**config.mk**
```make
export PLATFORM = sky130hd
export DESIGN_NAME = regFile
export DESIGN_NICKNAME = d
export VERILOG_FILES = /design/src/logic/mipsPkg.sv /design/src/logic/regFile.sv
export SDC_FILE = /design/constraint.sdc
export NUM_CORES = 2
export LEC_CHECK = 0
export BUFFER_PORTS_ARGS = -buffer_cell sky130_fd_sc_hd__buf_2
export CORE_MARGIN = 2
export CORE_UTILIZATION = 40
export DETAILED_ROUTE_END_ITERATION = 6
export PLACE_DENSITY_LB_ADDON = 0.15
export SYNTH_ARGS = -nofsm -noshare
export SYNTH_HDL_FRONTEND = slang
export SYNTH_SLANG_ARGS = --single-unit
export TNS_END_PERCENT = 50
```
**constraint.sdc**
```tcl
create_clock -name clk -period 3.9 [get_ports clk]
set_input_delay 0.585 -clock clk [delete_from_list [all_inputs] [get_ports clk]]
set_output_delay 0.585 -clock clk [all_outputs]
set_load 0.05 [all_outputs]
```
**src/logic/mipsPkg.sv**
```systemverilog
`default_nettype none

package mipsPkg;

	localparam int IMEM_DEPTH = 64;
	localparam int IMEM_AW = $clog2(IMEM_DEPTH);

	typedef logic [31:0] wordT;
	typedef logic [4:0] regAddrT;

	// primary opcodes, instr[31:26]
	typedef enum logic [5:0] {
		OP_SPECIAL = 6'h00,
		OP_J       = 6'h02,
		OP_BEQ     = 6'h04,
		OP_BNE     = 6'h05,
		OP_ADDIU   = 6'h09,
		OP_ORI     = 6'h0d,
		OP_LUI     = 6'h0f
	} opT;

	// SPECIAL function field, instr[5:0]
	typedef enum logic [5:0] {
		FN_SLL   = 6'h00,
		FN_JR    = 6'h08,
		FN_BREAK = 6'h0d,
		FN_ADDU  = 6'h21,
		FN_SUBU  = 6'h23,
		FN_AND   = 6'h24,
		FN_OR    = 6'h25,
		FN_SLT   = 6'h2a
	} funcT;

	typedef enum logic [2:0] {
		ALU_ADD,
		ALU_SUB,
		ALU_AND,
		ALU_OR,
		ALU_SLT,
		ALU_SLL,
		ALU_LUI
	} aluFuncT;

	typedef struct packed {
		logic    regWrite;
		logic    aluSrcImm;
		logic    zeroExt;
		aluFuncT aluFunc;
		logic    branch;
		logic    branchNe;
		logic    jump;
		logic    jr;
		logic    brk;
	} ctlT;

	typedef struct packed {
		wordT instr;
		wordT pcPlus4;
	} fetchDataT;

	typedef struct packed {
		wordT       pc;
		ctlT        ctl;
		regAddrT    rs;
		regAddrT    rt;
		regAddrT    wrReg;
		logic [4:0] shamt;
		wordT       extImm;
		wordT       srcA;
		wordT       srcB;
	} decodeDataT;

	typedef enum logic {
		regSel,
		execSel
	} fwdSelT;

	typedef struct packed {
		logic    valid;
		wordT    pc;
		logic    wrEn;
		regAddrT wrReg;
		wordT    wrData;
	} retireT;

	typedef struct packed {
		logic               en;
		logic [IMEM_AW-1:0] addr;
		wordT               data;
	} imemWrT;

endpackage

`default_nettype wire

```
**src/logic/regFile.sv**
```systemverilog
`timescale 1ns/1ps
`default_nettype none

module regFile import mipsPkg::*; (
	input  wire logic    clk,
	input  wire logic    rstN,
	input  wire regAddrT raA,
	input  wire regAddrT raB,
	output wordT         rdA,
	output wordT         rdB,
	input  wire logic    wrEn,
	input  wire regAddrT wrReg,
	input  wire wordT    wrData
);

	wordT regs [32];

	// registers start from zero, so programs see a known state
	always_ff @(posedge clk) begin
		if (!rstN) begin
			for (int i = 0; i < 32; i++) begin
				regs[i] <= '0;
			end
		end else if (wrEn && (wrReg != '0)) begin
			regs[wrReg] <= wrData;
		end
	end

	// r0 reads zero; a same-cycle write is passed straight through
	assign rdA = (raA == '0) ? '0 :
		(wrEn && (wrReg == raA)) ? wrData : regs[raA];
	assign rdB = (raB == '0) ? '0 :
		(wrEn && (wrReg == raB)) ? wrData : regs[raB];

endmodule

`default_nettype wire

```
==> qor.yml <==
die:
  core_area_um2: 136000
  io_pins: 114
  dieArea_um2: 140000
  start_util_pct: 40.3
  rows: 135
  die_h_um: 374
  die_x_um: 374
layout:
  stdcell_area_um2: 63300
  largest_reg_flops: 1024
  syn_to_final_growth_pct: 15.7
  layout.nets: 3925
  top_regs: "regs: 1024 flops"
  top_register: "regs"
  drive_above_1_share_pct: 26.7
synth:
  synth_flop_cell: "edfxtp_1"
  syn_area_um2: 54700
  synth_cell_types: 51
  yosys.area.top_type: "edfxtp_1"
  yosysTopAreaCellShare_pct: 56.2
  synth_edf_count: 1024
  synthArstFlopShare_pct: 0
  yosysWarnings: 0
  avgSynthCellArea_um2: 14.6
  syn_inst: 3744
  synth_area_leaders: "edfxtp_1, mux4_2, and2_1, mux2i_1, clkbuf_1"
  ys_ff_latch: 1024
  yosysSeqAreaShare_pct: 56.2
power_and_ir_drop:
  cellLeakagePower_uw: 0.0224
  p_per_area_nw_per_um2: 440
  ir_worst_vdd_v: 0.000336
min_path:
  min_path_cells: 2
  hold_path.class: "in -> reg"
worst_setup_path:
  cp_top_family: "compound AO/OA/AOI/OAI gates"
  cp.required_ps: 3310
  end_kind: "output pin"
  path_depth: 9
  cp_slowest_cell: "a2111oi_0"
  crit_path_start_kind: "primary input"
  critical_path.cell_chain: "buf_8 -> buf_4 -> mux4_2 -> a22o_1 -> a2111oi_0 -> buf_4 -> a21oi_1 -> a22o_1 -> buf_2"
  max_stage_delay_ps: 640
  crit_type: "in -> out"
  cp_max_fo: 14
  cp.buffers_inverters: 4
  crit_arrival_ps: 3240
placement:
  dpl_cell_area_um2: 59600
  placement.io_buffers: 113
  place_ws_ps: -340
  routabilityCongestion: 0.900
  dp_hpwl_mm: 130
clocking:
  cts_made_buffers: 112
  cts-hold-fix-buffers: 0
  htreeDepth: 3
  cts_tree: "yes"
  clkSinkCount: 1024
  cts_buffer_depth: 3
  clkTransAtPathRegs_ps: 60
  root_buffer: "clkbuf_16"
run_status:
  status: "finished, final reports clean"
timing:
  period_minus_slack_ps: 3820
  finalWorstSetupSlack_ps: 76.3
  rsz0062_at_grt: "false"
  max_freq_ghz: 0.262
  hold_viol_final: 0
  relSlewSlack_pct: 15.3
  drv_slew: 0
  period_share_pct: 98.0
  finalSetupViolations: 0
  max_slew.worst_pin.slew_ps: 1270
drt:
  via_per_inst: 6.25
  wl_per_cell_um: 35.6
  vias: 35991
  ant_nets: 0
  drt_first_pass_iters: 6
  totalWireLength_mm: 205
  drc: 0
  drtIter0Drc: 4688
grt:
  grt_pass1_vias: 35668
  grt_max_degree: 48
  track_usage_pct: 29.0
  antenna_found_initial: 26
  grt_pass1_wl_mm: 284
  grt-ovfl-total: 0
flow_run:
  drv_cap: 0
-- cell usage after synthesis (all sizes together), types with 18 or more instances --
cell / instances
buf: 114
o221ai: 42
edfxtp: 1024
a22o: 55
nor2: 43
clkbuf: 304
a2111oi: 24
nand2: 36
o221a: 18
mux4: 388
a21oi: 78
o22ai: 41
o21ai: 40
and2: 996
mux2i: 281
a22oi: 133
-- per-stage QoR --
step                utilization, %  setup TNS [ps]  std cells  power, µW  hold WS [ps]
floorplan                        -         -159680       3775      15500           783
global placement              44.0            -617       5542      17300          1090
detailed placement            44.0            -562       5542      17300          1080
CTS                           46.6               0       5745      27900           314
global route                  46.7               0       5746      28500           347
finish                        46.7               0       5759      27900           368
-- kinds of logic (layout without fill, tap and decap cells) --
group / after synthesis / after routing / synth area share (%)
flip-flops: 1024 / 1024 / 56.2
buffers and inverters: 421 / 610 / 3.27
other: 1 / 46 / 0.00686
multiplexers: 674 / 674 / 21.2
AO/OA/AOI/OAI: 500 / 500 / 6.74
XOR/XNOR: 10 / 10 / 0.160
AND/OR/NAND/NOR: 1114 / 1114 / 12.4
-- metal layers --
layer  track usage [%]  part of all wire [%]
met4              12.0                   4.7
met5                 0                 0.035
met2              45.9                    46
met3              5.86                   8.8
met1              39.0                    40
-- cell usage in the layout, fill, tap and decap left out, drive strengths merged, types with 36 or more instances in the layout --
cell type	instances
edfxtp	1024
and2	996
buf	404
mux4	388
mux2i	281
clkbuf	135
a22oi	133
a21oi	78
a22o	55
clkinv	52
nor2	43
o221ai	42
o22ai	41
o21ai	40
nand2	36
-- path summary, 6_finish.rpt --
path                    from                         end  slack [ps]
setup / recovery      raB[0]                     rdB[26]          80
hold / removal    wrData[22]  regs[14][22]$_SDFFCE_PN0P_         370
-- power by group --
part / leakage, µW / total (µW) / internal, µW / switching, µW
clock: 0.00177 / 10700 / 6170 / 4540
sequential: 0.00975 / 13000 / 12700 / 316
combinational: 0.0109 / 4110 / 1550 / 2560
-- area by class of cell --
class                      instances  area, µm²
sequential                      1024      30700
antenna                           14       35.0
timing repair buffer             404       3760
inverter                           3       11.3
clock buffer                     135       2970
clock inverter                    68        636
multi-input combinational       2330      22900
tap                             1781       2230
fill                           11719      72300
-- repair_timing --
item,in CTS,in global routing
hold endpoints to repair,0,0
gates resized for setup,4,2
setup buffers,0,0
endpoints found under the setup margin,3,2
No activity file was read; power rests on OpenSTA's default activity.
