--- src/logic/mipsPkg.sv ---
`default_nettype none

package mipsPkg;

	localparam int IMEM_DEPTH = 64;
	localparam int IMEM_AW = $clog2(IMEM_DEPTH);

	typedef logic [31:0] wordT;
	typedef logic [4:0] regAddrT;

	// primary opcodes, instr[31:26]
	typedef enum logic [5:0] {
		OP_SPECIAL = 6'h00,
		OP_J       = 6'h02,
		OP_BEQ     = 6'h04,
		OP_BNE     = 6'h05,
		OP_ADDIU   = 6'h09,
		OP_ORI     = 6'h0d,
		OP_LUI     = 6'h0f
	} opT;

	// SPECIAL function field, instr[5:0]
	typedef enum logic [5:0] {
		FN_SLL   = 6'h00,
		FN_JR    = 6'h08,
		FN_BREAK = 6'h0d,
		FN_ADDU  = 6'h21,
		FN_SUBU  = 6'h23,
		FN_AND   = 6'h24,
		FN_OR    = 6'h25,
		FN_SLT   = 6'h2a
	} funcT;

	typedef enum logic [2:0] {
		ALU_ADD,
		ALU_SUB,
		ALU_AND,
		ALU_OR,
		ALU_SLT,
		ALU_SLL,
		ALU_LUI
	} aluFuncT;

	typedef struct packed {
		logic    regWrite;
		logic    aluSrcImm;
		logic    zeroExt;
		aluFuncT aluFunc;
		logic    branch;
		logic    branchNe;
		logic    jump;
		logic    jr;
		logic    brk;
	} ctlT;

	typedef struct packed {
		wordT instr;
		wordT pcPlus4;
	} fetchDataT;

	typedef struct packed {
		wordT       pc;
		ctlT        ctl;
		regAddrT    rs;
		regAddrT    rt;
		regAddrT    wrReg;
		logic [4:0] shamt;
		wordT       extImm;
		wordT       srcA;
		wordT       srcB;
	} decodeDataT;

	typedef enum logic {
		regSel,
		execSel
	} fwdSelT;

	typedef struct packed {
		logic    valid;
		wordT    pc;
		logic    wrEn;
		regAddrT wrReg;
		wordT    wrData;
	} retireT;

	typedef struct packed {
		logic               en;
		logic [IMEM_AW-1:0] addr;
		wordT               data;
	} imemWrT;

endpackage

`default_nettype wire

--- src/logic/execute.sv ---
`timescale 1ns/1ps
`default_nettype none

module execute import mipsPkg::*; (
	input  wire logic       clk,
	input  wire logic       rstN,
	input  wire logic       inValid,
	input  wire decodeDataT dataE,
	output wordT            resultE,
	output logic            wrEnE,
	output regAddrT         wrRegE,
	output logic            brkE,
	output retireT          retire
);

	wordT opB;
	logic stopped;

	assign opB = dataE.ctl.aluSrcImm ? dataE.extImm : dataE.srcB;

	// ALU
	always_comb begin
		case (dataE.ctl.aluFunc)
			ALU_ADD: resultE = dataE.srcA + opB;
			ALU_SUB: resultE = dataE.srcA - opB;
			ALU_AND: resultE = dataE.srcA & opB;
			ALU_OR:  resultE = dataE.srcA | opB;
			ALU_SLT: resultE = {31'd0, $signed(dataE.srcA) < $signed(opB)};
			ALU_SLL: resultE = dataE.srcB << dataE.shamt;
			ALU_LUI: resultE = {dataE.extImm[15:0], 16'h0000};
			default: resultE = '0;
		endcase
	end

	// once BREAK has retired the frozen stage must stay quiet
	always_ff @(posedge clk) begin
		if (!rstN) begin
			stopped <= 1'b0;
		end else if (brkE) begin
			stopped <= 1'b1;
		end
	end

	assign wrEnE  = inValid && dataE.ctl.regWrite && !stopped;
	assign wrRegE = dataE.wrReg;
	assign brkE   = inValid && dataE.ctl.brk && !stopped;

	// retire trace, one cycle behind execute
	always_ff @(posedge clk) begin
		retire.pc     <= dataE.pc;
		retire.wrEn   <= wrEnE;
		retire.wrReg  <= wrEnE ? wrRegE : '0;
		retire.wrData <= wrEnE ? resultE : '0;
		if (!rstN) begin
			retire.valid <= 1'b0;
		end else begin
			retire.valid <= inValid && !stopped;
		end
	end

endmodule

`default_nettype wire

--- config.mk ---
export PLATFORM = sky130hd
export DESIGN_NAME = execute
export DESIGN_NICKNAME = d
export VERILOG_FILES = /design/src/logic/mipsPkg.sv /design/src/logic/execute.sv
export SDC_FILE = /design/constraint.sdc
export NUM_CORES = 1
export LEC_CHECK = 0
export BUFFER_PORTS_ARGS = -buffer_cell sky130_fd_sc_hd__buf_4
export CAP_MARGIN = 15
export CORE_ASPECT_RATIO = 1.1
export CORE_MARGIN = 10
export CORE_UTILIZATION = 33
export DETAILED_ROUTE_END_ITERATION = 8
export SLEW_MARGIN = 20
export SYNTH_ARGS = -nofsm -noshare
export SYNTH_HDL_FRONTEND = slang
export SYNTH_SLANG_ARGS = --single-unit
--- constraint.sdc ---
create_clock -name clk -period 5.2 [get_ports clk]
set_clock_uncertainty 0.05 [all_clocks]
set_input_delay 0.52 -clock clk [delete_from_list [all_inputs] [get_ports clk]]
set_output_delay 0.52 -clock clk [all_outputs]
set_load 0.03 [all_outputs]
==> flow_summary.yaml <==
global_routing:
  grt_pass1_vias: 10059
  grt_pass1_wl_um: 61600
  groute.usage.overall: 0.217
  grt_remaining_overflow: 0
  grt_max_degree: 47
  grt_antenna_before_repair: 0
timing:
  relSlewSlack: 0.371
  period_needed_ps: 5050
  worst_pin_slew_ps: 935
  slew_viol_final: 0
  setup_violations: 0
  setup_tns_ps: 0
  worst_slack_ps: 146
  post-route-period-util: 0.972
  timing.fmax_mhz: 198
  rsz0062_at_grt: "false"
  worst_hold_slack_ps: 231
  hold_violations: 0
logic_synthesis:
  synthArstFlopShare: 0
  yosysUniqueCellTypes: 87
  postSynthCellCount: 1238
  yosys-top-cells-area: "dfxtp_1 15%, ha_1 13%, mux2i_1 8.6%"
  synth_seq_cells: 72
  synthesis.nets: 1502
  yosys.area.top_type: "dfxtp_1"
  synth_warnings: 0
  synthFlopType: "dfxtp_1"
  synth_area_per_cell_um2: 7.52
  synth.yosys.seq_area_share: 0.155
  synth-edff-count: 0
  post-synth-top-area-fraction: 0.155
  syn_area_um2: 9300
floorplanning:
  io_pins: 272
  dieArea_um2: 35300
  start_util: 0.335
  row_count: 64
  core_um2: 27800
  die_w_um: 180
  die_h_um: 196
clock_tree:
  cts_tree: "built"
  clockBufferDepth: 2
  ctsHoldBuffers: 0
  cts_inserted_buffers: 9
  numClockSinks: 72
  cts_max_level: 3
  cts_root_buffer: "clkbuf_16"
  clk_pin_slew_ps: 60
  clk_latency_ps: 340
pwr:
  peakVddDrop_uv: 147
  p_leak_nw: 5.59
  fin_total_pwr_mw: 2.57
  p_per_area_nw_per_um2: 219
setup_path:
  worst_ep_required_time_ps: 4630
  worstSetupStartpointType: "input port"
  worst_setup_path_end_kind: "primary output"
  startpoint: "dataE[125]"
  cp.arrival_ps: 4480
  path_max_fanout: 17
  worstReg2RegStart: "stopped$_SDFFE_PN0P_"
  crit_type: "input port to primary output"
placement:
  port_buffers: 256
  place.gp.congestion: 0.976
  dp_hpwl_um: 33600
  post-place-ws_ps: 294
routing:
  wl_met3_um: 3300
  wl_per_cell_um: 22.4
  dr.first_iter.drc_count: 1076
  wl_met1_um: 17900
  dr_wl_met2_um: 17700
  drc: 0
  top_layer: "met4"
  dr.pass1.iters: 7
  via_per_inst: 5.76
  drtAntennaViolNets: 0
  wirelength_um: 40500
  vias: 10428
worst_hold_path:
  hold_class: "input port to register"
  hp-start: "dataE[138]"
layout:
  seq_area_um2: 1440
  multi_input_area_um2: 7070
  fill_cells: 2896
  area_growth_pct: 26.2
  drive_above_1_share: 0.252
  antenna_cells: 0
  post-route-util: 0.423
  fin_nets: 1707
run:
  cap_violations: 0
run_status:
  status: "finished clean"
==> area by class of cell <==
type	count	area share
multi-input cells	976	0.602
repair buffers	283	0.181
flip-flops and latches	72	0.123
well taps	363	0.0387
inverters	101	0.0323
clock buffers	10	0.0195
clock inverters	6	0.00373
==> layout by cell type, fill, tap and decap left out, types with 19 or more instances in the layout <==
| cell | count |
|---|---|
| and2_1 | 33 |
| o22ai_1 | 21 |
| o21ai_0 | 60 |
| dfxtp_1 | 72 |
| nor2_1 | 103 |
| nand3_1 | 19 |
| mux2i_1 | 80 |
| buf_4 | 283 |
| nor3_1 | 19 |
| inv_1 | 100 |
| ha_1 | 100 |
| a21oi_1 | 89 |
| nand2_1 | 122 |
==> stage by stage <==
step / instances / instance area [µm²]
floorplan: 1238 / 9300
global placement: 1795 / 11500
detailed placement: 1795 / 11500
CTS: 1811 / 11700
global route: 1811 / 11700
finish: 1811 / 11700
==> final timing paths <==
check	slack [ps]	to	cells after the start
worst min-delay path	230	retire[49]$_DFF_P_	1
worst min register to register	420	stopped$_SDFFE_PN0P_	1
worst max register to register	3140	retire[21]$_SDFF_PN0_	6
worst max-delay path	150	resultE[26]	13
==> registers in the layout, indices dropped and copies added (netlist names) <==
| signal | count |
|---|---|
| stopped | 1 |
| retire | 71 |
==> critical path: stages <==
cell and delay (ps):
buf_4 280, buf_4 360, mux2i_1 640, ha_1 520, or3_1 430, o221ai_1 290
a31oi_2 150, o211ai_1 300, a31oi_1 150, or2_2 310, a21oi_1 230, or2_1 140
buf_4 150
==> cell usage after synthesis, types with 6 or more instances <==
master and n:
nand2_1 122, nor2_1 103, ha_1 100, inv_1 100, a21oi_1 89, mux2i_1 80
dfxtp_1 72, o21ai_0 60, clkbuf_1 35, and2_1 33, buf_2 22, o22ai_1 21
buf_1 20, nor3_1 20, nand3_1 19, a21o_1 16, a221oi_1 15, o221ai_1 15
a211oi_1 14, mux4_2 14, o211ai_1 14, o21bai_1 14, nand2b_1 13, a31oi_1 11
mux2_2 11, o31ai_1 11, or2_2 11, a22oi_1 10, and3_1 10, a221o_1 8
nand4_1 8, nor2b_1 8, nor4_1 8, buf_4 7, o2111ai_1 7, o21a_1 7
nand3b_1 6, or3_1 6
==> repair_timing <==
item,4_1_cts,5_1_grt
buffers inserted,0,0
setup endpoints to repair,0,1
gates resized for setup,0,1
==> kinds of logic after synthesis <==
logic type,count (synthesis),synth area share
buf+inv,190,0.0865
xor+xnor,3,0.00282
mux,105,0.133
fa+ha+maj,102,0.139
compound gates,376,0.281
simple gates,390,0.203
flops,72,0.155
==> power breakdown <==
group          switching (mW)  total, mW  internal, mW
Combinational           0.886       1.41         0.524
Clock                   0.242      0.567         0.325
Sequential            0.00793      0.591         0.583
==> routing by layer <==
layer | up-vias | track usage
met5 | - | 0
met1 | 4894 | 0.291
met3 | 83 | 0.0364
met4 | 0 | 0.0894
li1 | 4879 | -
met2 | 572 | 0.339
(Power assumes the default switching activity.)
