File: src/logic/mipsPkg.sv
`default_nettype none

package mipsPkg;

	localparam int IMEM_DEPTH = 64;
	localparam int IMEM_AW = $clog2(IMEM_DEPTH);

	typedef logic [31:0] wordT;
	typedef logic [4:0] regAddrT;

	// primary opcodes, instr[31:26]
	typedef enum logic [5:0] {
		OP_SPECIAL = 6'h00,
		OP_J       = 6'h02,
		OP_BEQ     = 6'h04,
		OP_BNE     = 6'h05,
		OP_ADDIU   = 6'h09,
		OP_ORI     = 6'h0d,
		OP_LUI     = 6'h0f
	} opT;

	// SPECIAL function field, instr[5:0]
	typedef enum logic [5:0] {
		FN_SLL   = 6'h00,
		FN_JR    = 6'h08,
		FN_BREAK = 6'h0d,
		FN_ADDU  = 6'h21,
		FN_SUBU  = 6'h23,
		FN_AND   = 6'h24,
		FN_OR    = 6'h25,
		FN_SLT   = 6'h2a
	} funcT;

	typedef enum logic [2:0] {
		ALU_ADD,
		ALU_SUB,
		ALU_AND,
		ALU_OR,
		ALU_SLT,
		ALU_SLL,
		ALU_LUI
	} aluFuncT;

	typedef struct packed {
		logic    regWrite;
		logic    aluSrcImm;
		logic    zeroExt;
		aluFuncT aluFunc;
		logic    branch;
		logic    branchNe;
		logic    jump;
		logic    jr;
		logic    brk;
	} ctlT;

	typedef struct packed {
		wordT instr;
		wordT pcPlus4;
	} fetchDataT;

	typedef struct packed {
		wordT       pc;
		ctlT        ctl;
		regAddrT    rs;
		regAddrT    rt;
		regAddrT    wrReg;
		logic [4:0] shamt;
		wordT       extImm;
		wordT       srcA;
		wordT       srcB;
	} decodeDataT;

	typedef enum logic {
		regSel,
		execSel
	} fwdSelT;

	typedef struct packed {
		logic    valid;
		wordT    pc;
		logic    wrEn;
		regAddrT wrReg;
		wordT    wrData;
	} retireT;

	typedef struct packed {
		logic               en;
		logic [IMEM_AW-1:0] addr;
		wordT               data;
	} imemWrT;

endpackage

`default_nettype wire

File: src/logic/fetchUnit.sv
`timescale 1ns/1ps
`default_nettype none

module fetchUnit import mipsPkg::*; (
	input  wire logic   clk,
	input  wire logic   rstN,
	input  wire logic   run,
	input  wire imemWrT imemWr,
	input  wire logic   redirect,
	input  wire wordT   redirectPc,
	output logic        fetchValid,
	output fetchDataT   fetchData
);

	wordT pc;
	wordT mem [IMEM_DEPTH];
	logic [IMEM_AW-1:0] wordIdx;

	// load port, only while the core is stopped
	always_ff @(posedge clk) begin
		if (imemWr.en && !run) begin
			mem[imemWr.addr] <= imemWr.data;
		end
	end

	// program counter
	always_ff @(posedge clk) begin
		if (!rstN) begin
			pc <= '0;
		end else if (run) begin
			if (redirect) begin
				pc <= redirectPc;
			end else begin
				pc <= pc + 32'd4;
			end
		end
	end

	// word index, upper PC bits wrap onto the small memory
	assign wordIdx = pc[IMEM_AW+1:2];

	assign fetchData.instr   = mem[wordIdx];
	assign fetchData.pcPlus4 = pc + 32'd4;
	assign fetchValid        = run;

endmodule

`default_nettype wire

File: config.mk
export PLATFORM = sky130hd
export DESIGN_NAME = fetchUnit
export DESIGN_NICKNAME = d
export VERILOG_FILES = /design/src/logic/mipsPkg.sv /design/src/logic/fetchUnit.sv
export SDC_FILE = /design/constraint.sdc
export NUM_CORES = 2
export LEC_CHECK = 0
export BUFFER_PORTS_ARGS = -buffer_cell sky130_fd_sc_hd__buf_2
export CAP_MARGIN = 20
export CORE_ASPECT_RATIO = 2
export CORE_UTILIZATION = 30
export CTS_CLUSTER_SIZE = 25
export DETAILED_ROUTE_END_ITERATION = 7
export PLACE_DENSITY = 0.4
export SLEW_MARGIN = 10
export SYNTH_ARGS = -nofsm -noshare
export SYNTH_HDL_FRONTEND = slang
export SYNTH_SLANG_ARGS = --single-unit
File: constraint.sdc
create_clock -name clk -period 6.29 [get_ports clk]
set_input_delay 1.258 -clock clk [delete_from_list [all_inputs] [get_ports clk]]
set_output_delay 1.258 -clock clk [all_outputs]
set_load 0.05 [all_outputs]
==> key figures <==
Synthesis
  – Syn nets: 3797
  – Post-synth EDFFs: 2048
  – Sequential area share after synthesis: 77.53%
  – Post-synthesis register bit count: 2086
  – Synth Instances: 3721
  – Ys flop type: edfxtp_1
  – Synth Cell Area: 80300 um2
  – Library cells used by synthesis: 64
  – Synth async-reset ratio: 0%
  – Largest cells by area after synthesis: edfxtp_1 (77%), mux4_2 (14%), dfxtp_1 (0.95%)
  – Largest area contributor in the netlist: edfxtp_1
  – Syn Area/Cell: 21.58 um2
  – Share of the synthesized area in the top cell type: 76.59%
  – Synth warnings: 0

Floorplan
  – Chip height: 733.7 um
  – FP Rows: 268
  – Initial Util: 30.16%
  – Ports: 140
  – Die Area: 269900 um2
  – Core area: 266200 um2
  – Die W: 367.8 um

Timing
  – Setup violations, final: 0
  – Final hold vios: 0
  – Skew final: 0.007305 ns
  – TNS Setup: 0 ns
  – Final min period: 5.622 ns
  – Hold WS: 0.5001 ns
  – RSZ-0062 raised after global routing: no
  – Fin crit share: 89.37%
  – Max Slew Vio Count: 0
  – Worst-Margin Slew: 1.060 ns
  – Setup ws final: 0.6684 ns
  – Slew HR: 28.59%
  – F_max: 177.9 MHz

GRT
  – GRT Util Overall: 19.09%
  – Global route overflow: 0
  – Largest net degree at the start of global routing: 72
  – Initial antenna violation count: 23
  – First-pass GRT wire length: 356.0 mm
  – Number of global-route vias before repair: 42233

Placed design
  – RePlAce Congestion: 0.7767
  – Dpl cell area: 86690 um2
  – Post-place setup slack: 1.448 ns
  – PortBufs: 139
  – Detail Placement HPWL: 159.2 mm

Power
  – P_leak: 27.85 nW
  – Maximum VDD drop: 209.1 uV
  – Power Density: 314.3 nW/um2

Detailed routing
  – Vias: 39644
  – Iter 0 DRT Violations: 3176
  – Drt pass-1 iters: 5
  – DRT antenna net count: 0
  – Routed Wire Length: 259.9 mm
  – DR DRC count: 0
  – Avg Vias per Cell: 5.147
  – Wire per inst: 33.75 um

Worst setup path
  – Critical path class: register to output port
  – Startpoint types: register
  – CP endpoint kind: output port
  – Worst-path fanout max: 54
  – Crit path required time: 5.03 ns
  – R2r startpoint: pc[14]$_SDFFE_PN0P_
  – Worst R2R Path Depth: 5
  – Arrival time worst endpoint: 4.36 ns
  – Reg2reg end: pc[31]$_SDFFE_PN0P_
  – R2R setup slack: 3.77 ns

Run status
  – Outcome: completed

Worst hold path
  – Worst Hold Class: register to register
  – WHS Path Cells: 2
  – Hold Crit Endpoint: pc[0]$_SDFFE_PN0P_
  – Hold Startpoint: pc[0]$_SDFFE_PN0P_

Clocking
  – Worst-Skew Late Latency: 0.85 ns
  – Hold_buf cts: 0
  – CTS tree: done
  – CTS buffer count: 202
  – CTS root buffer: clkbuf_16
  – CTS H-tree lvls: 4
  – Clock-pin slew on the worst setup and hold paths: 0.06 ns
  – Longest Clk Path Bufs: 4
  – CTS sink cnt: 2086
  – CTS resizes: 0
  – Postcts setup bufs: 0

Layout
  – Fillcell total: 25031
  – Post-Layout Inst Area: 92890 um2
  – Most common cell after layout, fill and taps aside: edfxtp_1
  – Share of cells above drive strength 1: 28.05%
  – Final net count: 4108
  – Most frequent cells in the layout: edfxtp_1 (2048), mux4_2 (494), clkbuf_16 (203), buf_4 (159), buf_2 (139)
  – Area Growth Syn to Fin: 15.68%

Flow run
  – MaxCap Viol Count: 0
## routing by layer
layer / routed length, um / global-route usage [%] / share of wire (%) / up-vias
met3: 9765 / 2.010 / 3.8 / 315
met2: 146200 / 36.90 / 56 / 993
met5: 41 / 0 / 0.016 / -
li1: - / - / - / 16388
met4: 6606 / 5.027 / 2.5 / 6
met1: 97360 / 22.03 / 37 / 21942
## report_power, final
part / internal (mW) / switching (mW) / total, mW
sequential: 15.3 / 0.0602 / 15.4
combinational: 0.681 / 1.34 / 2.02
clock: 6.48 / 5.32 / 11.8
total: 22.5 / 6.72 / 29.2
## flip-flops by register name, summed over array words and instances (netlist names), named ones only
| name | cells |
|---|---|
| mem | 2048 |
| pc | 32 |
## kinds of logic after synthesis
family                   share of synthesized area [%]
flip-flops                                       77.53
multiplexers                                     14.79
AND/OR/NAND/NOR                                  3.020
AO/OA/AOI/OAI                                    2.970
buffers and inverters                            1.371
XOR/XNOR                                        0.3054
adder cells (fa/ha/maj)                        0.01558
## worst max-delay path, stage by stage (launching register included)
cell and delay [ns]:
dfxtp_4 0.67, buf_4 0.79, mux4_2 0.40, o22ai_1 0.09
o21ai_0 0.55, and3_1 0.55, buf_2 0.35
## synthesized netlist by cell type, types with 3 or more instances
master,instances
edfxtp_1,2048
mux4_2,494
clkbuf_1,102
nand2_1,102
nor2_1,94
a22oi_1,75
buf_2,74
nand3_1,74
mux2i_1,69
o22ai_1,65
nand4_1,63
o221ai_1,47
nor2b_1,46
and3_1,41
dfxtp_1,38
o21ai_0,28
a21oi_1,27
a211oi_1,26
buf_1,21
buf_4,19
xnor2_1,16
nand2b_1,15
o211ai_1,12
xor2_1,12
buf_6,9
a21boi_0,8
a221o_1,6
a31oi_1,6
and2_1,6
nor3_1,6
nor4_1,6
mux2_2,5
a211o_1,4
a22o_1,4
inv_1,4
o211a_1,4
o21a_1,4
or3_1,4
nand3b_1,3
or2_2,3
## through the flow
| stage | util, % | power (mW) | std cells |
|---|---|---|---|
| 3_5_place_dp | 32.56 | 17.76 | 7335 |
| 3_3_place_gp | 32.55 | 17.75 | 7334 |
| 5_1_grt | 34.88 | 30.01 | 7696 |
| 2_1_floorplan | - | 16.79 | 3721 |
| 6_report | 34.89 | 29.19 | 7702 |
| 4_1_cts | 34.86 | 29.57 | 7692 |
## how the worst max path moves through the flow
stage	to	slack [ns]	cells after the start
6_report	fetchData[38]	0.67	6
5_1_grt	fetchData[38]	0.48	6
4_1_cts	fetchData[38]	0.50	6
3_5_place_dp	fetchData[38]	1.45	6
3_3_place_gp	fetchData[38]	1.50	6
2_1_floorplan	mem[52][0]$_DFFE_PP_	1.63	5
## cell type report
type	instances	area [um2]	share of cell area (%)
Sequential cell	2086	62280	67.04
Clock buffer	249	5253	5.654
Clock inverter	108	873.3	0.9402
Timing Repair Buffer	334	2610	2.810
Inverter	4	15.01	0.01616
Antenna cell	7	17.52	0.01886
Multi-Input combinational cell	1404	17460	18.79
Tap cell	3510	4392	4.728
No activity file was read; power rests on OpenSTA's default activity.
