<file path="src/logic/mipsPkg.sv">
`default_nettype none

package mipsPkg;

	localparam int IMEM_DEPTH = 64;
	localparam int IMEM_AW = $clog2(IMEM_DEPTH);

	typedef logic [31:0] wordT;
	typedef logic [4:0] regAddrT;

	// primary opcodes, instr[31:26]
	typedef enum logic [5:0] {
		OP_SPECIAL = 6'h00,
		OP_J       = 6'h02,
		OP_BEQ     = 6'h04,
		OP_BNE     = 6'h05,
		OP_ADDIU   = 6'h09,
		OP_ORI     = 6'h0d,
		OP_LUI     = 6'h0f
	} opT;

	// SPECIAL function field, instr[5:0]
	typedef enum logic [5:0] {
		FN_SLL   = 6'h00,
		FN_JR    = 6'h08,
		FN_BREAK = 6'h0d,
		FN_ADDU  = 6'h21,
		FN_SUBU  = 6'h23,
		FN_AND   = 6'h24,
		FN_OR    = 6'h25,
		FN_SLT   = 6'h2a
	} funcT;

	typedef enum logic [2:0] {
		ALU_ADD,
		ALU_SUB,
		ALU_AND,
		ALU_OR,
		ALU_SLT,
		ALU_SLL,
		ALU_LUI
	} aluFuncT;

	typedef struct packed {
		logic    regWrite;
		logic    aluSrcImm;
		logic    zeroExt;
		aluFuncT aluFunc;
		logic    branch;
		logic    branchNe;
		logic    jump;
		logic    jr;
		logic    brk;
	} ctlT;

	typedef struct packed {
		wordT instr;
		wordT pcPlus4;
	} fetchDataT;

	typedef struct packed {
		wordT       pc;
		ctlT        ctl;
		regAddrT    rs;
		regAddrT    rt;
		regAddrT    wrReg;
		logic [4:0] shamt;
		wordT       extImm;
		wordT       srcA;
		wordT       srcB;
	} decodeDataT;

	typedef enum logic {
		regSel,
		execSel
	} fwdSelT;

	typedef struct packed {
		logic    valid;
		wordT    pc;
		logic    wrEn;
		regAddrT wrReg;
		wordT    wrData;
	} retireT;

	typedef struct packed {
		logic               en;
		logic [IMEM_AW-1:0] addr;
		wordT               data;
	} imemWrT;

endpackage

`default_nettype wire

</file>
<file path="src/logic/hazardUnit.sv">
`timescale 1ns/1ps
`default_nettype none

module hazardUnit import mipsPkg::*; (
	input  wire regAddrT rs,
	input  wire regAddrT rt,
	input  wire logic    wrEnE,
	input  wire regAddrT wrRegE,
	output fwdSelT       fwdA,
	output fwdSelT       fwdB
);

	// bypass the execute result to a matching source
	always_comb begin
		fwdA = regSel;
		fwdB = regSel;
		if (wrEnE && (wrRegE == rs)) begin
			fwdA = execSel;
		end
		if (wrEnE && (wrRegE == rt)) begin
			fwdB = execSel;
		end
	end

	// decode drops r0 writes, so execute must never ask to forward one
	always_comb begin
		assert (((fwdA != execSel) && (fwdB != execSel)) || (wrRegE != '0));
	end

endmodule

`default_nettype wire

</file>
<file path="config.mk">
export PLATFORM = sky130hd
export DESIGN_NAME = hazardUnit
export DESIGN_NICKNAME = d
export VERILOG_FILES = /design/src/logic/mipsPkg.sv /design/src/logic/hazardUnit.sv
export SDC_FILE = /design/constraint.sdc
export NUM_CORES = 1
export LEC_CHECK = 0
export BUFFER_PORTS_ARGS = -buffer_cell sky130_fd_sc_hd__buf_4
export CORE_AREA = 5 5 42 44
export DETAILED_ROUTE_END_ITERATION = 10
export DIE_AREA = 0 0 47 49
export GPL_TIMING_DRIVEN = 0
export PLACE_DENSITY_LB_ADDON = 0.1
export SYNTH_ARGS = -nofsm -noshare
export SYNTH_HDL_FRONTEND = slang
export SYNTH_SLANG_ARGS = --single-unit
</file>
<file path="constraint.sdc">
create_clock -name vclk -period 1.5
set_input_delay 0.45 -clock vclk [all_inputs]
set_output_delay 0.45 -clock vclk [all_outputs]
set_load 0.01 [all_outputs]
</file>
==> results of run 1 <==
[layout by cell type, fill, tap and decap left out, drive strengths merged]
| cell | Yosys | layout |
|---|---|---|
| nor4 | 2 | 2 |
| and3 | 2 | 2 |
| xor2 | 8 | 8 |
| xnor2 | 2 | 2 |
| buf | 0 | 18 |
[repair_timing]
item | CTS | global route
setup endpoints to repair | 2 | 2
pin swaps | 7 | 7
buffers inserted | 0 | 0
gates resized for setup | 8 | 7
gates cloned | 0 | 0
[layout make-up]
type	count	area (um2)
tap	16	20.0
timing repair buffer	18	184
fill	166	1070
multi-input combinational	14	126
[per-layer routing]
metal	GRT usage, %	vias to the layer above
met4	0	0
li1	-	83
met3	0.369	0
met1	5.00	68
met5	0	-
met2	6.79	12
[synth_stat cells]
cell / n / area, um2
and3_1: 2 / 12.5
nor4_1: 2 / 12.5
xnor2_1: 2 / 17.5
xor2_1: 8 / 70.1
[cells by family (layout without fill, tap and decap cells)]
group	after synthesis	in the layout	synth area share, %
xor+xnor	10	10	77.8
buf+inv	0	18	0
simple gates	4	4	22.2
[metrics by stage]
stage | power (mW) | TNS, ns | util (%) | setup slack, ns | cells
2_1_floorplan | 0.0205 | 0 | - | 0.0138 | 14
3_3_place_gp | 0.0626 | -0.499 | 19.1 | -0.256 | 48
3_5_place_dp | 0.0638 | -0.569 | 19.1 | -0.306 | 48
4_1_cts | 0.0698 | -0.530 | 21.3 | -0.288 | 48
5_1_grt | 0.0841 | -0.551 | 23.6 | -0.284 | 48
6_report | 0.0773 | -0.455 | 23.6 | -0.231 | 48
[power breakdown]
| group | internal, mW | switching (mW) | total, mW |
|---|---|---|---|
| logic | 0.0528 | 0.0245 | 0.0773 |
| registers | 0 | 0 | 0 |
| clock network | 0 | 0 | 0 |
[worst paths after layout]
path | from | end | cells past startpoint
setup / recovery | rt[1] | fwdB | 5
hold / removal | wrEnE | fwdB | 3
==> results by group, run 1 <==
Logic synthesis
  • Seq/Total Area, Yosys: 0%
  • Post-synthesis net count: 30
  • Syn Std Cell Area: 113 um2
  • Cell count after synthesis: 14
  • Synth cell types: 4
  • Syn_area_per_cell: 8.04 um2
  • Yosys warnings: 0

Floorplanning
  • Std-Cell Rows: 14
  • # IOs: 18
  • Core box area: 1400 um2
  • Initial core utilization: 8.04%
  • Die W: 47 um
  • Die area: 2300 um2
  • Vert. Die Dim: 49 um

Worst setup path
  • Startpoint types: primary input
  • Crit path top cell by count: buf_6
  • WS Path Type: in -> out
  • CP max FO: 1
  • CP max stage delay: 0.28 ns
  • Critical-path cell list: buf_6 > xor2_1 > nor4_1 > and3_1 > buf_6
  • Required @ worst endpoint: 1.05 ns
  • Cell family with most CP delay: simple AND/OR/NAND/NOR gates
  • CP endpoint kind: output pin
  • CP bufs+invs: 2
  • Data arrival, critical path: 1.28 ns
  • Critical-path top delay cell: nor4_1

Status
  • Failing checks: negative setup slack
  • Status: finished, violations left

GRT
  • Largest net degree at the start of global routing: 3
  • Vias in the first global route: 182
  • First-pass GRT wire length: 703 um
  • Total Routing Usage GR: 3.79%
  • Total grt overflow: 0
  • Initial antenna violation count: 0

STA
  • Crit share post-route: 115%
  • Final Setup Violations: 2
  • FMAX: 578 MHz
  • Min Tclk post-route: 1.73 ns
  • Hold WS: 1.23 ns
  • Final setup margin: -0.231 ns
  • Final hold viol count: 0
  • Unrepaired setup endpoints after global routing: true
  • Worst slew pin tran: 0.245 ns
  • Max-slew violation count: 0
  • Max-slew headroom: 83.5%

Detailed routing
  • Met3 WL: 58 um
  • Max layer used: met3
  • DRT iter0 DRCs: 0
  • DR vias: 163
  • Drt first pass iters: 1
  • DR vias/cell: 3.40
  • Total Wirelength: 423 um
  • DRC violations left: 0
  • Met2 WL: 194 um
  • Wire per inst: 8.81 um
  • Post-DRT Antenna Nets: 0
  • Metal-1 WL: 169 um

Cells and area
  • Seq cells: 0
  • P&R area growth vs syn: 193%
  • Clk_buf instances: 0
  • Post-route cell area: 330 um2
  • Ant. Diodes: 0
  • Fin nets: 50
  • FF+latch area: 0 um2
  • Layout cells sized above 1: 62.5%

Placement
  • Port bufs: 18
  • DP Area: 268 um2
  • GP Congestion: 0.653

Power and ir drop
  • Static Leakage: 0.156 nW
  • Peak VDD IR: 0.0000761 V
  • P per Cell Area: 234 nW/um2

Clocking
  • Hold buffer count at cts: 0

Run
  • Max-cap viol count: 0

Hold path
  • Hold WC Path Type: in -> out
Power figures use the tool's default switching activity.
==> run 2, diff against run 1 <==
==> constraint.sdc (replaced) <==
create_clock -name vclk -period 2.2
set_input_delay 0.66 -clock vclk [all_inputs]
set_output_delay 0.66 -clock vclk [all_outputs]
set_load 0.01 [all_outputs]
==> results by group, run 2 (same netlist as run 1, synthesis figures left out) <==
STA
  • Min Tclk post-route: 2.20 ns
  • Hold WS: 1.64 ns
  • Max-slew headroom: 81.1%
  • Worst slew pin tran: 0.281 ns
  • Final hold viol count: 0
  • Final Setup Violations: 1
  • Crit share post-route: 100%
  • Max-slew violation count: 0
  • Setup_tns: -0.000377 ns
  • FMAX: 454 MHz
  • Unrepaired setup endpoints after global routing: true
  • Final setup margin: -0.000377 ns

Detailed routing
  • DR vias: 156
  • Total Wirelength: 407 um
  • DRC violations left: 0
  • Drt first pass iters: 1
  • Post-DRT Antenna Nets: 0
  • Wire per inst: 8.48 um
  • DRT iter0 DRCs: 0
  • DR vias/cell: 3.25

Hold path
  • WHS Endpoint: fwdB
  • Hold_sp: wrEnE
  • Hold WC Path Type: in -> out
  • Worst Hold Depth: 3

GRT
  • Largest net degree at the start of global routing: 3
  • Total grt overflow: 0
  • Vias in the first global route: 174
  • First-pass GRT wire length: 662 um
  • Initial antenna violation count: 0
  • Total Routing Usage GR: 3.58%

Worst setup path
  • WS Path Type: in -> out
  • CP max FO: 1
  • Required @ worst endpoint: 1.54 ns
  • Startpoint types: primary input
  • Data arrival, critical path: 1.54 ns
  • CP endpoint kind: output pin

Cells and area
  • P&R area growth vs syn: 151%
  • Non-Filler Instances: 48
  • Fin nets: 50
  • Finished Core Util: 20.2%
  • FF+latch area: 0 um2
  • Layout cells sized above 1: 56.3%
  • Clk_buf instances: 0
  • Ant. Diodes: 0
  • Post-route cell area: 283 um2
  • Seq cells: 0
  • Most frequent cells in the layout: buf_4, xor2_1, buf_6
  • Commonest non-fill, non-tap cell in the layout: buf_4

Power and ir drop
  • Total Power: 0.0446 mW
  • Peak VDD IR: 0.0000517 V
  • P per Cell Area: 158 nW/um2
  • Static Leakage: 0.144 nW

Placement
  • GP Congestion: 0.653
  • Setup WS pre-CTS: -0.0256 ns
  • DP Area: 268 um2
  • Port bufs: 18
  • Placed cells: 48

Floorplanning
  • Std-Cell Rows: 14
  • Die W: 47 um
  • # IOs: 18
  • Initial core utilization: 8.04%
  • Core box area: 1400 um2
  • Die area: 2300 um2
  • Vert. Die Dim: 49 um

Clocking
  • Setup bufs post-CTS: 0
  • Hold buffer count at cts: 0

Status
  • Status: finished, violations left
  • Failing checks: negative setup slack

Run
  • Max-cap viol count: 0
[run 2: cell count changes in the layout (fill, tap and decap cells not counted)]
| cell | change |
|---|---|
| nor4_2 | -1 |
| xor2_2 | -1 |
| nor4_1 | +1 |
| buf_4 | +9 |
| xor2_1 | +1 |
| buf_6 | -9 |
[run 2: area by class of cell]
class              instances  area, um2
fillers                  168       1120
repair buffers            18        150
well taps                 16       20.0
multi-input cells         14        113
[run 2: timing repair]
item,4_1_cts,5_1_grt
resized for setup,4,0
cloned,0,0
setup endpoints to repair,1,1
pin swaps,4,1
[run 2: per-layer routing]
metal  vias to the layer above  GRT usage (%)  part of all wire, %
met5                         -              0                    0
met4                         0              0                    0
met3                         0          0.369                   14
met2                        12           6.11                   43
met1                        60           5.00                   43
li1                         84              -                    -
[run 2: worst max path at each step]
stage	to	depth (start not counted)	from	slack, ns
after floorplan	fwdA	3	wrRegE[0]	0.29
after global placement	fwdA	5	wrRegE[0]	0.02
after detailed placement	fwdA	5	wrRegE[0]	-0.03
after CTS	fwdA	5	rs[2]	-0.008
after global routing	fwdB	5	rt[4]	-0.04
final	fwdA	5	rs[2]	-0.0004
[run 2: critical path, cell delays in order]
cell    delay (ns)
buf_6         0.09
xor2_1        0.15
nor4_1        0.32
and3_1        0.22
buf_6         0.10
[run 2: report_power, final]
group	internal, mW	switching [mW]	total (mW)
Clock	0	0	0
Combinational	0.0300	0.0146	0.0446
Sequential	0	0	0
