### src/logic/mipsPkg.sv
`default_nettype none

package mipsPkg;

	localparam int IMEM_DEPTH = 64;
	localparam int IMEM_AW = $clog2(IMEM_DEPTH);

	typedef logic [31:0] wordT;
	typedef logic [4:0] regAddrT;

	// primary opcodes, instr[31:26]
	typedef enum logic [5:0] {
		OP_SPECIAL = 6'h00,
		OP_J       = 6'h02,
		OP_BEQ     = 6'h04,
		OP_BNE     = 6'h05,
		OP_ADDIU   = 6'h09,
		OP_ORI     = 6'h0d,
		OP_LUI     = 6'h0f
	} opT;

	// SPECIAL function field, instr[5:0]
	typedef enum logic [5:0] {
		FN_SLL   = 6'h00,
		FN_JR    = 6'h08,
		FN_BREAK = 6'h0d,
		FN_ADDU  = 6'h21,
		FN_SUBU  = 6'h23,
		FN_AND   = 6'h24,
		FN_OR    = 6'h25,
		FN_SLT   = 6'h2a
	} funcT;

	typedef enum logic [2:0] {
		ALU_ADD,
		ALU_SUB,
		ALU_AND,
		ALU_OR,
		ALU_SLT,
		ALU_SLL,
		ALU_LUI
	} aluFuncT;

	typedef struct packed {
		logic    regWrite;
		logic    aluSrcImm;
		logic    zeroExt;
		aluFuncT aluFunc;
		logic    branch;
		logic    branchNe;
		logic    jump;
		logic    jr;
		logic    brk;
	} ctlT;

	typedef struct packed {
		wordT instr;
		wordT pcPlus4;
	} fetchDataT;

	typedef struct packed {
		wordT       pc;
		ctlT        ctl;
		regAddrT    rs;
		regAddrT    rt;
		regAddrT    wrReg;
		logic [4:0] shamt;
		wordT       extImm;
		wordT       srcA;
		wordT       srcB;
	} decodeDataT;

	typedef enum logic {
		regSel,
		execSel
	} fwdSelT;

	typedef struct packed {
		logic    valid;
		wordT    pc;
		logic    wrEn;
		regAddrT wrReg;
		wordT    wrData;
	} retireT;

	typedef struct packed {
		logic               en;
		logic [IMEM_AW-1:0] addr;
		wordT               data;
	} imemWrT;

endpackage

`default_nettype wire

### src/logic/decode.sv
`timescale 1ns/1ps
`default_nettype none

module decode import mipsPkg::*; (
	input  wire logic      inValid,
	input  wire fetchDataT dataF,
	input  wire wordT      rdA,
	input  wire wordT      rdB,
	output regAddrT        raA,
	output regAddrT        raB,
	input  wire fwdSelT    fwdA,
	input  wire fwdSelT    fwdB,
	input  wire wordT      resultE,
	output decodeDataT     dataD,
	output logic           outValid,
	output logic           redirect,
	output wordT           redirectPc
);

	opT op;
	funcT funct;
	regAddrT rs;
	regAddrT rt;
	regAddrT rd;
	regAddrT dest;
	logic [15:0] imm;
	ctlT ctlRaw;
	ctlT ctl;
	wordT extImm;
	wordT srcA;
	wordT srcB;
	wordT branchTarget;
	wordT jumpTarget;
	logic srcEqual;
	logic taken;

	assign op    = opT'(dataF.instr[31:26]);
	assign funct = funcT'(dataF.instr[5:0]);
	assign rs    = dataF.instr[25:21];
	assign rt    = dataF.instr[20:16];
	assign rd    = dataF.instr[15:11];
	assign imm   = dataF.instr[15:0];

	// main decoder
	always_comb begin
		ctlRaw = '0;
		ctlRaw.aluFunc = ALU_ADD;
		case (op)
			OP_SPECIAL: begin
				case (funct)
					FN_ADDU: ctlRaw.regWrite = 1'b1;
					FN_SUBU: {ctlRaw.regWrite, ctlRaw.aluFunc} = {1'b1, ALU_SUB};
					FN_AND:  {ctlRaw.regWrite, ctlRaw.aluFunc} = {1'b1, ALU_AND};
					FN_OR:   {ctlRaw.regWrite, ctlRaw.aluFunc} = {1'b1, ALU_OR};
					FN_SLT:  {ctlRaw.regWrite, ctlRaw.aluFunc} = {1'b1, ALU_SLT};
					FN_SLL:  {ctlRaw.regWrite, ctlRaw.aluFunc} = {1'b1, ALU_SLL};
					FN_JR:   ctlRaw.jr = 1'b1;
					FN_BREAK: ctlRaw.brk = 1'b1;
					default: ;
				endcase
			end
			OP_ADDIU: {ctlRaw.regWrite, ctlRaw.aluSrcImm} = 2'b11;
			OP_ORI: begin
				{ctlRaw.regWrite, ctlRaw.aluSrcImm, ctlRaw.zeroExt} = 3'b111;
				ctlRaw.aluFunc = ALU_OR;
			end
			OP_LUI: begin
				{ctlRaw.regWrite, ctlRaw.aluSrcImm} = 2'b11;
				ctlRaw.aluFunc = ALU_LUI;
			end
			OP_BEQ: ctlRaw.branch = 1'b1;
			OP_BNE: {ctlRaw.branch, ctlRaw.branchNe} = 2'b11;
			OP_J:   ctlRaw.jump = 1'b1;
			// anything else retires without a write
			default: ;
		endcase
	end

	// writes to r0 are dropped here, so later stages see no write
	assign dest = (op == OP_SPECIAL) ? rd : rt;

	always_comb begin
		ctl = ctlRaw;
		ctl.regWrite = ctlRaw.regWrite && (dest != '0);
	end

	assign extImm = ctl.zeroExt ? {16'h0000, imm} : {{16{imm[15]}}, imm};

	// operands, bypassing the execute result
	assign raA  = rs;
	assign raB  = rt;
	assign srcA = (fwdA == execSel) ? resultE : rdA;
	assign srcB = (fwdB == execSel) ? resultE : rdB;

	assign srcEqual     = (srcA == srcB);
	assign taken        = ctl.branch && (ctl.branchNe ? !srcEqual : srcEqual);
	assign branchTarget = dataF.pcPlus4 + {extImm[29:0], 2'b00};
	assign jumpTarget   = {dataF.pcPlus4[31:28], dataF.instr[25:0], 2'b00};

	assign redirect   = inValid && (taken || ctl.jump || ctl.jr);
	assign redirectPc = ctl.jr ? srcA : (ctl.jump ? jumpTarget : branchTarget);

	assign dataD.pc     = dataF.pcPlus4 - 32'd4;
	assign dataD.ctl    = ctl;
	assign dataD.rs     = rs;
	assign dataD.rt     = rt;
	assign dataD.wrReg  = ctl.regWrite ? dest : '0;
	assign dataD.shamt  = dataF.instr[10:6];
	assign dataD.extImm = extImm;
	assign dataD.srcA   = srcA;
	assign dataD.srcB   = srcB;
	assign outValid     = inValid;

	// redirectPc priority assumes at most one kind of control transfer
	always_comb begin
		assert ($onehot0({ctl.branch, ctl.jump, ctl.jr}));
	end

endmodule

`default_nettype wire

### config.mk
export PLATFORM = sky130hd
export DESIGN_NAME = decode
export DESIGN_NICKNAME = d
export VERILOG_FILES = /design/src/logic/mipsPkg.sv /design/src/logic/decode.sv
export SDC_FILE = /design/constraint.sdc
export NUM_CORES = 1
export LEC_CHECK = 0
export ABC_AREA = 1
export BUFFER_PORTS_ARGS = -buffer_cell sky130_fd_sc_hd__buf_2
export CORE_AREA = 2 2 143 145
export DETAILED_ROUTE_END_ITERATION = 10
export DIE_AREA = 0 0 145 147
export PLACE_DENSITY = 0.7
export SETUP_SLACK_MARGIN = 0.15
export SLEW_MARGIN = 5
export SYNTH_ARGS = -nofsm -noshare
export SYNTH_HDL_FRONTEND = slang
export SYNTH_SLANG_ARGS = --single-unit
### constraint.sdc
create_clock -name vclk -period 3.7
set_input_delay 0.74 -clock vclk [all_inputs]
set_output_delay 0.74 -clock vclk [all_outputs]
set_load 0.01 [all_outputs]
==> results.md <==
| Step | Metric | Value |
|:---|:---|:---|
| layout | Net total in the final layout | 1753 |
| synth | Synthesis warning total | 0 |
| power and ir drop | Maximum vdd ir drop | 84.7 uV |
| flow run | Maximum capacitance violations | 0 |
| detailed routing | DRC violations left | 0 |
| detailed routing | Final ANT Viol Nets | 0 |
| sta | Minimum clock period | 3.80 ns |
| place | Pre-CTS setup slack | -0.484 ns |
| min path | Class of the tightest hold or removal check | in2out |
| sta | Final worst setup slack | -0.102 ns |
| synth | Cell area after synthesis | 0.00580 sq mm |
| detailed routing | Detail-routed net length per standard cell | 14.4 um |
| die | Chip width | 145 um |
| layout | Number of diodes | 0 |
| sta | Unrepaired setup endpoints after global routing | true |
| layout | Area used by sequential logic in the layout | 0 sq um |
| synth | Count of unique library cells instantiated by Yosys | 36 |
| synth | Number of cells produced by synthesis | 1231 |
| place | Routability Congestion | 0.943 |
| synth | Portion of the post-synthesis area used by sequential elements | 0 |
| die | Overall die height | 147 um |
| global routing | Antenna violations before repair | 1 |
| outcome | Violations in the final reports | setup timing |
| global routing | Residual overflow from global routing | 0 |
| place | DP Wirelength | 22500 um |
| die | Area of the core region | 0.0198 sq mm |
| detailed routing | Final wirelength | 26300 um |
| setup path | Family with the most delay on the worst path | simple AND/OR/NAND/NOR gates |
| sta | Max-slew violations | 0 |
| detailed routing | Post-detailed-route via-to-cell ratio | 4.73 |
| synth | Avg Synthesized Cell Area | 4.71 sq um |
| setup path | Setup crit end kind | primary output |
| global routing | Vias in the first global route | 7944 |
| sta | Number of endpoints with negative hold slack in the final report | 0 |
| detailed routing | Number of DRC markers after the initial detailed-route iteration | 531 |
| place | Port bufs | 366 |
| global routing | GRT Total Usage | 0.234 |
| setup path | Ordered cell list for the critical path | buf_6 > nor2_4 > inv_2 > nor2_4 > nand3_4 > nand2_4 > clkinvlp_4 > buf_12 > ha_4 > buf_12 > nand2_4 > nor2_2 > inv_1 > nor2_2 > nand3b_1 > nand4_1 > nand3_1 > nand2_1 > nand2_1 > buf_2 |
| outcome | Status | complete, but fails checks |
| setup path | Critical path launch point type | input port |
| global routing | Global-route wire length before repair | 40800 um |
| die | Die area | 0.0213 sq mm |
| sta | Max Freq | 263 MHz |
| place | Placed Cells incl. Taps | 1823 |
| layout | Final sequential cell count | 0 |
| detailed routing | Total number of vias | 8636 |
| setup path | Maximum cell stage delay along the critical path | 0.32 ns |
| synth | Main area contributors after synthesis | nand2_1 37%, inv_1 10%, buf_4 8.4%, ha_1 6.5%, nor2_1 6.2% |
| global routing | Maximum number of pins on one net before global-route repair | 38 |
| setup path | Buf+Inv Stages, Crit Path | 7 |
| die | Rows | 52 |
| setup path | WS Path Type | in2out |
| synth | Leading cell type by number of instances after synthesis | nand2_1 |
| setup path | Data required, critical path | 2.96 ns |
| setup path | Crit path arrival time | 3.06 ns |
| layout | Synthesis-to-layout area growth | 43.5% |
| power and ir drop | Leakage power figure | 5.07 nW |
| synth | Cell types with the highest counts after synthesis | 573 x nand2_1, 154 x inv_1, 95 x nor2_1, 65 x buf_4, 62 x o21ai_0 |
| detailed routing | Iteration count of the initial detailed-routing pass | 5 |
| sta | Final worst path period share | 1.03 |
| sta | Worst-case headroom to the max-slew limit | 0.613 |
| synth | Synthesized net count | 1425 |
| setup path | Critical path's slowest cell | ha_4 |
| die | Starting utilization of the core area | 0.292 |
| power and ir drop | Power per cell area | 156 mW/mm^2 |
| sta | Worst hold margin | 1.68 ns |
| synth | Area share of the largest cell type after synthesis | 0.371 |
| layout | Fin util | 0.419 |
| sta | Slew at the pin with the worst max-slew slack | 0.580 ns |
| layout | Share of cells above drive strength 1 | 0.335 |
| layout | Cell Count, Final, Fillers Out | 1827 |
| setup path | Maximum net fanout on the critical path | 14 |
| die | Top-Level Pins | 366 |
| synth | Cell type with the highest aggregate area in the netlist | nand2_1 |
| layout | # clk buffers | 0 |
| sta | Number of setup violations in the final report | 8 |
==> routing by layer <==
metal	vias up	GRT usage	wire length [um]
met3	39	0.0189	1570
li1	4430	-	-
met5	-	0	13
met4	2	0.0535	725
met2	356	0.418	12500
met1	3809	0.305	11400
==> final cells by class <==
| cell class | count | area (sq um) |
|---|---|---|
| fill | 2196 | 11500 |
| multi-input combinational | 976 | 5080 |
| timing repair buffer | 418 | 2270 |
| inverter | 163 | 619 |
| tap | 270 | 338 |
==> where the power goes <==
group          total, mW  switching, mW  internal, mW
clock                  0              0             0
sequential             0              0             0
combinational       1.30          0.789         0.507
==> final timing paths <==
check | slack (ns) | cells past startpoint | startpoint | end
worst min-delay path | 1.68 | 2 | dataF[1] | dataD[128]
worst max-delay path | -0.10 | 20 | dataF[63] | redirectPc[25]
==> through the flow <==
| step | power (mW) | area (sq um) | setup TNS [ns] |
|---|---|---|---|
| floorplan | 0.684 | 5800 | 0 |
| global placement | 1.16 | 7710 | -4.40 |
| global route | 1.44 | 8320 | -2.15 |
| detailed placement | 1.17 | 7710 | -4.55 |
| finish | 1.30 | 8320 | -0.406 |
| CTS | 1.25 | 8140 | -0.120 |
==> cells in the final DEF, fill, tap and decap left out, drive strengths merged, types with 7 or more instances in the layout <==
cell type  Yosys  layout
xor2          28      28
nand2        573     573
inv          163     161
a21oi         41      41
nand4         17      17
nand3         50      50
nor2          99      99
o22ai          7       7
xnor2         11      11
ha            30      30
buf           86     418
o21ai         78      78
nor3          13      13
==> timing repair <==
action                                  4_1_cts  5_1_grt
endpoints found under the setup margin       15       21
hold endpoints to repair                      0        0
cloned                                        0        0
hold buffers                                  0        0
resized for setup                            89       40
pin swaps                                    15       13
buffers inserted                              3        1
==> cells by family (layout without fill, tap and decap cells) <==
kind of cell	after synthesis	in the layout	synth area share
XOR/XNOR	39	39	0.0589
buffers and inverters	255	581	0.214
adder cells (fa/ha/maj)	31	31	0.0682
AO/OA/AOI/OAI	139	139	0.127
AND/OR/NAND/NOR	767	767	0.532
No activity file was read; power rests on OpenSTA's default activity.
